**src/design/fetch_pkg.sv**
```systemverilog
package fetch_pkg;

    localparam int XLEN = 64;

    typedef logic [XLEN-1:0] addr_t;   // fetch pc or memory address
    typedef logic [31:0]     inst_t;   // one instruction word

    // count of buffer slots or request credits
    // 3 bits is enough for BUF_DEPTH up to 4
    typedef logic [2:0] slot_cnt_t;

    // kind of pc redirect coming back from execute
    typedef enum logic [1:0] {
        redir_none,
        redir_branch,   // jal or taken branch
        redir_jalr,
        redir_trap
    } redir_kind_t;

endpackage
```
**src/design/fetch_unit.sv**
```systemverilog
`timescale 1ns/10ps

module fetch_unit import fetch_pkg::*; #(
    parameter addr_t RESET_PC  = 64'h8000_0000,
    parameter int    BUF_DEPTH = 4               // 2 to 4 slots
) (
    input  logic  clk,
    input  logic  rst_n_i,

    // redirect from execute
    input  logic  br_take_i,
    input  addr_t br_pc_i,
    input  addr_t br_imm_i,
    input  logic  jalr_i,
    input  addr_t jalr_base_i,
    input  addr_t jalr_imm_i,
    input  logic  trap_i,
    input  addr_t trap_vec_i,

    // instruction memory request and response
    output logic  mem_req_valid_o,
    input  logic  mem_req_ready_i,
    output addr_t mem_req_addr_o,
    input  logic  mem_rsp_valid_i,
    input  inst_t mem_rsp_data_i,

    // towards decode
    output logic  out_valid_o,
    output addr_t out_pc_o,
    output inst_t out_inst_o,
    input  logic  out_ready_i
);

    addr_t     fetch_pc;
    logic      redirect;     // one-cycle flush after a pc load
    logic      req_fire;
    slot_cnt_t credit_ret;

    fetch_pc_select #(
        .RESET_PC (RESET_PC)
    ) u_pc_select (
        .clk         (clk),
        .rst_n_i     (rst_n_i),
        .br_take_i   (br_take_i),
        .br_pc_i     (br_pc_i),
        .br_imm_i    (br_imm_i),
        .jalr_i      (jalr_i),
        .jalr_base_i (jalr_base_i),
        .jalr_imm_i  (jalr_imm_i),
        .trap_i      (trap_i),
        .trap_vec_i  (trap_vec_i),
        .req_fire_i  (req_fire),
        .fetch_pc_o  (fetch_pc),
        .redirect_o  (redirect)
    );

    fetch_request #(
        .BUF_DEPTH (BUF_DEPTH)
    ) u_request (
        .clk             (clk),
        .rst_n_i         (rst_n_i),
        .fetch_pc_i      (fetch_pc),
        .redirect_i      (redirect),
        .credit_ret_i    (credit_ret),
        .mem_req_ready_i (mem_req_ready_i),
        .mem_req_valid_o (mem_req_valid_o),
        .mem_req_addr_o  (mem_req_addr_o),
        .req_fire_o      (req_fire)
    );

    fetch_response #(
        .BUF_DEPTH (BUF_DEPTH)
    ) u_response (
        .clk             (clk),
        .rst_n_i         (rst_n_i),
        .req_fire_i      (req_fire),
        .req_addr_i      (mem_req_addr_o),   // issued address, recorded on the fire
        .redirect_i      (redirect),
        .mem_rsp_valid_i (mem_rsp_valid_i),
        .mem_rsp_data_i  (mem_rsp_data_i),
        .out_ready_i     (out_ready_i),
        .out_valid_o     (out_valid_o),
        .out_pc_o        (out_pc_o),
        .out_inst_o      (out_inst_o),
        .credit_ret_o    (credit_ret)
    );

endmodule

```
**src/design/fetch_response.sv**
```systemverilog
`timescale 1ns/10ps

module fetch_response import fetch_pkg::*; #(
    parameter int BUF_DEPTH = 4
) (
    input  logic      clk,
    input  logic      rst_n_i,
    input  logic      req_fire_i,
    input  addr_t     req_addr_i,
    input  logic      redirect_i,
    input  logic      mem_rsp_valid_i,
    input  inst_t     mem_rsp_data_i,
    input  logic      out_ready_i,
    output logic      out_valid_o,
    output addr_t     out_pc_o,
    output inst_t     out_inst_o,
    output slot_cnt_t credit_ret_o
);

    localparam int PTR_W = (BUF_DEPTH > 2) ? $clog2(BUF_DEPTH) : 1;

    typedef logic [PTR_W-1:0] ptr_t;

    // in-flight queue, one entry per outstanding request
    addr_t                inf_pc_q [BUF_DEPTH];
    logic [BUF_DEPTH-1:0] inf_stale_q;
    ptr_t                 inf_rd_q;
    ptr_t                 inf_wr_q;

    // instruction buffer towards decode
    addr_t     buf_pc_q   [BUF_DEPTH];
    inst_t     buf_inst_q [BUF_DEPTH];
    ptr_t      buf_rd_q;
    ptr_t      buf_wr_q;
    slot_cnt_t buf_cnt_q;

    logic rsp_stale;
    logic rsp_keep;
    logic rsp_drop;
    logic out_fire;

    // wraps at BUF_DEPTH, which need not be a power of two
    function automatic ptr_t ptr_inc(input ptr_t p);
        if (p == ptr_t'(BUF_DEPTH - 1)) begin
            return '0;
        end
        return p + 1'b1;
    endfunction

    // a response during the flush cycle is old-path as well
    assign rsp_stale = inf_stale_q[inf_rd_q] || redirect_i;
    assign rsp_keep  = mem_rsp_valid_i && !rsp_stale;
    assign rsp_drop  = mem_rsp_valid_i && rsp_stale;

    assign out_valid_o = (buf_cnt_q != '0) && !redirect_i;   // hidden while flushing
    assign out_pc_o    = buf_pc_q[buf_rd_q];
    assign out_inst_o  = buf_inst_q[buf_rd_q];
    assign out_fire    = out_valid_o && out_ready_i;

    // a flush hands back every buffered slot at once
    always_comb begin
        if (redirect_i) begin
            credit_ret_o = buf_cnt_q + slot_cnt_t'(rsp_drop);
        end else begin
            credit_ret_o = slot_cnt_t'(out_fire) + slot_cnt_t'(rsp_drop);
        end
    end

    always_ff @(posedge clk) begin
        if (!rst_n_i) begin
            inf_rd_q    <= '0;
            inf_wr_q    <= '0;
            inf_stale_q <= '0;
        end else begin
            if (redirect_i) begin
                inf_stale_q <= '1;   // all issued requests belong to the old path
            end
            if (req_fire_i) begin
                inf_stale_q[inf_wr_q] <= 1'b0;
                inf_wr_q              <= ptr_inc(inf_wr_q);
            end
            if (mem_rsp_valid_i) begin
                inf_rd_q <= ptr_inc(inf_rd_q);   // responses come back in order
            end
        end
    end

    always_ff @(posedge clk) begin
        if (req_fire_i) begin
            inf_pc_q[inf_wr_q] <= req_addr_i;
        end
    end

    always_ff @(posedge clk) begin
        if (!rst_n_i) begin
            buf_rd_q  <= '0;
            buf_wr_q  <= '0;
            buf_cnt_q <= '0;
        end else if (redirect_i) begin
            buf_rd_q  <= buf_wr_q;   // drop everything buffered
            buf_cnt_q <= '0;
        end else begin
            if (rsp_keep) begin
                buf_wr_q <= ptr_inc(buf_wr_q);
            end
            if (out_fire) begin
                buf_rd_q <= ptr_inc(buf_rd_q);
            end
            buf_cnt_q <= buf_cnt_q + slot_cnt_t'(rsp_keep) - slot_cnt_t'(out_fire);
        end
    end

    // credits guarantee a free slot for every fresh response
    always_ff @(posedge clk) begin
        if (rsp_keep) begin
            buf_pc_q[buf_wr_q]   <= inf_pc_q[inf_rd_q];
            buf_inst_q[buf_wr_q] <= mem_rsp_data_i;
        end
    end

endmodule

```
**src/design/fetch_request.sv**
```systemverilog
`timescale 1ns/10ps

module fetch_request import fetch_pkg::*; #(
    parameter int BUF_DEPTH = 4
) (
    input  logic      clk,
    input  logic      rst_n_i,
    input  addr_t     fetch_pc_i,
    input  logic      redirect_i,
    input  slot_cnt_t credit_ret_i,
    input  logic      mem_req_ready_i,
    output logic      mem_req_valid_o,
    output addr_t     mem_req_addr_o,
    output logic      req_fire_o
);

    slot_cnt_t credit_q;      // free slots not yet claimed by a request
    slot_cnt_t credit_used;
    slot_cnt_t credit_next;

    // each request reserves one instruction buffer slot up front,
    // so a response always has somewhere to go
    assign mem_req_valid_o = rst_n_i && (credit_q != '0) && !redirect_i;   // none in reset
    assign mem_req_addr_o  = fetch_pc_i;   // pc only moves on a fire or a redirect
    assign req_fire_o      = mem_req_valid_o && mem_req_ready_i;

    assign credit_used = slot_cnt_t'(req_fire_o);
    assign credit_next = credit_q - credit_used + credit_ret_i;

    always_ff @(posedge clk) begin
        if (!rst_n_i) begin
            credit_q <= slot_cnt_t'(BUF_DEPTH);
        end else begin
            credit_q <= credit_next;
        end
    end

endmodule

```
**src/design/fetch_pc_select.sv**
```systemverilog
`timescale 1ns/10ps

module fetch_pc_select import fetch_pkg::*; #(
    parameter addr_t RESET_PC = 64'h8000_0000
) (
    input  logic  clk,
    input  logic  rst_n_i,
    input  logic  br_take_i,
    input  addr_t br_pc_i,
    input  addr_t br_imm_i,
    input  logic  jalr_i,
    input  addr_t jalr_base_i,
    input  addr_t jalr_imm_i,
    input  logic  trap_i,
    input  addr_t trap_vec_i,
    input  logic  req_fire_i,
    output addr_t fetch_pc_o,
    output logic  redirect_o
);

    addr_t       pc_q;
    logic        redirect_q;
    addr_t       br_target;
    addr_t       jalr_sum;
    addr_t       jalr_target;
    redir_kind_t kind;

    assign br_target   = br_pc_i + br_imm_i;
    assign jalr_sum    = jalr_base_i + jalr_imm_i;
    assign jalr_target = {jalr_sum[XLEN-1:1], 1'b0};   // jalr target has bit 0 cleared

    // priority is branch, then jalr, then trap
    always_comb begin
        if (br_take_i) begin
            kind = redir_branch;
        end else if (jalr_i) begin
            kind = redir_jalr;
        end else if (trap_i) begin
            kind = redir_trap;
        end else begin
            kind = redir_none;
        end
    end

    always_ff @(posedge clk) begin
        if (!rst_n_i) begin
            pc_q       <= RESET_PC;
            redirect_q <= 1'b0;
        end else begin
            redirect_q <= (kind != redir_none);
            case (kind)
                redir_branch: pc_q <= br_target;
                redir_jalr:   pc_q <= jalr_target;
                redir_trap:   pc_q <= trap_vec_i;
                default: begin
                    if (req_fire_i) begin
                        pc_q <= pc_q + addr_t'(4);   // next sequential word
                    end
                end
            endcase
        end
    end

    assign fetch_pc_o = pc_q;
    assign redirect_o = redirect_q;   // high for the cycle after a pc load

endmodule

```
**config.mk**
```make
export PLATFORM = sky130hd
export DESIGN_NAME = fetch_unit
export DESIGN_NICKNAME = d
export VERILOG_FILES = /design/src/design/fetch_pkg.sv /design/src/design/fetch_unit.sv /design/src/design/fetch_response.sv /design/src/design/fetch_request.sv /design/src/design/fetch_pc_select.sv
export SDC_FILE = /design/constraint.sdc
export NUM_CORES = 1
export LEC_CHECK = 0
export CORE_UTILIZATION = 62
export DETAILED_ROUTE_END_ITERATION = 12
export DONT_BUFFER_PORTS = 1
export PLACE_DENSITY = 0.77
export RECOVER_POWER = 50
export SETUP_SLACK_MARGIN = 0.4
export SYNTH_ARGS = -nofsm -noshare
export SYNTH_HDL_FRONTEND = slang
export SYNTH_HIERARCHICAL = 1
export SYNTH_SLANG_ARGS = --single-unit
```
**constraint.sdc**
```tcl
create_clock -name clk -period 7.1 [get_ports clk]
set_clock_uncertainty 0.2 [all_clocks]
set_input_delay 1.42 -clock clk [delete_from_list [all_inputs] [get_ports clk]]
set_output_delay 1.42 -clock clk [all_outputs]
set_load 0.03 [all_outputs]
```
==> flow_summary.json <==
{
  "cts_sinks": 727,
  "layout_common_cells": "640 x edfxtp_1, 207 x a21oi_1, 162 x nand2_1, 160 x mux4_2, 152 x nor2_1",
  "hold_slack_ps": 366.8,
  "root_buffer": "clkbuf_16",
  "detail_route.wl_per_cell_um": 34.10,
  "initial_core_util_pct": 62.73,
  "syn_area_um2": 37020,
  "hold_path_class": "reg2reg",
  "final_common_cell": "edfxtp_1",
  "max_freq_mhz": 174.6,
  "cts_tree": "yes",
  "first_global_vias": 25350,
  "final_nets": 3206,
  "grt_pass1_wl_um": 173000,
  "p_seq_share_pct": 48.5,
  "hpwlAfterDp_um": 80940,
  "dr.max_layer_used": "met5",
  "clock_latency_ps": 620,
  "ctsHoldBuffers": 0,
  "post_cts_buffers": 0,
  "total_leakage_power_uw": 0.01331,
  "synth_cell_type_count": 104,
  "grt_max_degree": 107,
  "synth-seq-cells": 727,
  "tightest_slew_ps": 3616,
  "drtIter0Drc": 3030,
  "gp_congestion": 1.001,
  "switchingPower_uw": 3179,
  "period_share_pct": 80.65,
  "synth_flop_cell": "edfxtp_1",
  "p_per_area_nw_per_um2": 274.1,
  "power_frac_comb_pct": 16.9,
  "r2r_start": "u_pc_select/redirect_o",
  "cts_buffers": 69,
  "cts.htree.levels": 3,
  "placementRows": 89,
  "post_cts_resize_count": 0,
  "synth_edf_count": 640,
  "clk_pin_slew_ps": 60,
  "via_count": 25780,
  "drive_gt1_share_pct": 11.62,
  "area_delta_synth_final_pct": 6.354,
  "cts.path.max_buffers": 3,
  "syn_nets": 3300,
  "yosys_warnings": 6,
  "overflow": 0,
  "ys_seq_area_share_pct": 56.62,
  "core_area_um2": 59020,
  "p_clk_share_pct": 34.7,
  "p_total_uw": 10790,
  "layout_min_cycle_time_ps": 5726,
  "outcome": "complete, but fails checks",
  "max_slew_margin_pct": -141.1,
  "peakVddDrop_v": 0.0002737,
  "arrival_ps": 5770,
  "placed_area_um2": 37210,
  "port_buffers": 0,
  "cp-startpoint": "mem_rsp_valid_i",
  "async_flop_share_pct": 0,
  "utilization_pct": 66.71,
  "hold_viol": 0,
  "crit_type": "in2reg",
  "maxCapViolations": 6,
  "setup_viol": 0,
  "switching_share_pct": 29.46,
  "rsz0062_at_grt": "no",
  "antenna_found_initial": 16,
  "internal_power_uw": 7613,
  "cp-start-kind": "primary input",
  "wl_met2_um": 57110,
  "slew_violations": 353,
  "postRouteAntennaNets": 0,
  "crit_required_ps": 7150,
  "die_y_um": 246.4,
  "fin_tns_setup_ps": 0,
  "io_pins": 522,
  "failed_checks": "max-capacitance violations, max-slew violations",
  "chipWidth_um": 246.4,
  "min-delay-start": "u_response/buf_wr_q[1]",
  "grt_usage_pct": 39.35,
  "routed_wl_um": 120600,
  "cp_max_fo": 60,
  "met1_length_um": 45070,
  "postSynthAreaPerCell_um2": 13.26,
  "crit_path_end_kind": "flop",
  "final_cell_area_um2": 39370,
  "synthCells": 2793,
  "die_area_um2": 60690,
  "drc_errors": 0,
  "vias_per_cell": 7.292,
  "firstDrtPassIters": 6,
  "dr_wl_met3_um": 13080
}
-- state kept, by name, summed over array words and instances, names as in the netlist, named ones only --
name                    count
u_response/inf_stale_q      4
u_request/credit_q          3
u_response/buf_inst_q     128
u_response/inf_pc_q       256
u_pc_select/redirect_o      1
u_response/inf_wr_q         2
u_response/buf_rd_q         2
u_response/buf_cnt_q        3
u_response/inf_rd_q         2
u_pc_select/fetch_pc_o     64
u_response/buf_pc_q       256
u_response/buf_wr_q         2
-- final cells by class --
| cell class | instances | area (µm²) |
|---|---|---|
| Antenna cell | 10 | 25.02 |
| Clock buffer | 85 | 1817 |
| Clock inverter | 40 | 417.9 |
| Fill cell | 3952 | 19650 |
| Inverter | 62 | 232.7 |
| Multi-Input combinational cell | 1809 | 14770 |
| Sequential cell | 727 | 20970 |
| Tap cell | 773 | 967.2 |
| Timing Repair Buffer | 30 | 168.9 |
-- cell families (layout without fill, tap and decap cells) --
| kind of cell | after synthesis | count (layout) | synth area share (%) |
|---|---|---|---|
| and+or+nand+nor | 610 | 610 | 8.185 |
| other | 0 | 10 | 0 |
| adders and majority gates | 147 | 147 | 5.049 |
| xor gates and xnor gates | 157 | 157 | 3.714 |
| DFF | 727 | 727 | 56.62 |
| AOI/OAI and AO/OA | 712 | 712 | 12.58 |
| muxes | 183 | 183 | 10.38 |
| buffers and inverters | 257 | 217 | 3.474 |
-- synthesized netlist by cell type, types with 25 or more instances --
master | number | area, µm²
edfxtp_1 | 640 | 19220
a21oi_1 | 207 | 1036
nand2_1 | 162 | 608.1
mux4_2 | 160 | 3603
nor2_1 | 152 | 570.6
ha_1 | 143 | 1789
o21ai_0 | 119 | 595.6
xnor2_1 | 93 | 814.5
clkbuf_1 | 90 | 337.8
dfxtp_1 | 87 | 1742
a21o_1 | 72 | 540.5
buf_4 | 70 | 525.5
xor2_1 | 64 | 560.5
a211oi_1 | 59 | 442.9
inv_1 | 59 | 221.5
nand4_1 | 57 | 356.6
nand3_1 | 55 | 275.3
and3_1 | 40 | 250.2
o21bai_1 | 29 | 217.7
nor3_1 | 25 | 125.1
-- worst max-delay path, stage by stage --
cell,delay [ps]
or3b_1,370
o22ai_1,420
and2_1,2680
buf_4,790
-- final timing paths --
check / endpoint / slack [ps] / cells after the start
setup reg to reg: u_response/buf_pc_q[3][35] / 1590 / 4
hold reg to reg: u_response/buf_wr_q[1] / 370 / 2
setup / recovery: u_response/buf_pc_q[3][35] / 1370 / 4
hold / removal: u_response/buf_wr_q[1] / 370 / 2
-- per-stage QoR --
| stage | setup slack [ps] | cells |
|---|---|---|
| after floorplan | 2551 | 2793 |
| after global placement | 2174 | 3401 |
| after detailed placement | 2065 | 3401 |
| after CTS | 2351 | 3526 |
| after global routing | 1231 | 3535 |
| final | 1374 | 3536 |
-- power by group through the flow --
stage / logic, µW / clock network [µW] / registers (µW)
final: 1820 / 3740 / 5230
after global placement: 1730 / 0 / 5270
after CTS: 1780 / 3770 / 5220
after global routing: 1920 / 3920 / 5240
after floorplan: 1500 / 0 / 5060
after detailed placement: 1750 / 0 / 5290
-- routing by layer --
layer  vias to the layer above  global-route usage (%)
met5                         -                       0
met2                      2006                   62.97
li1                      10700                       -
met4                        12                   16.45
met3                       333                   9.216
met1                     12730                   51.66
No activity file was read; power rests on OpenSTA's default activity.
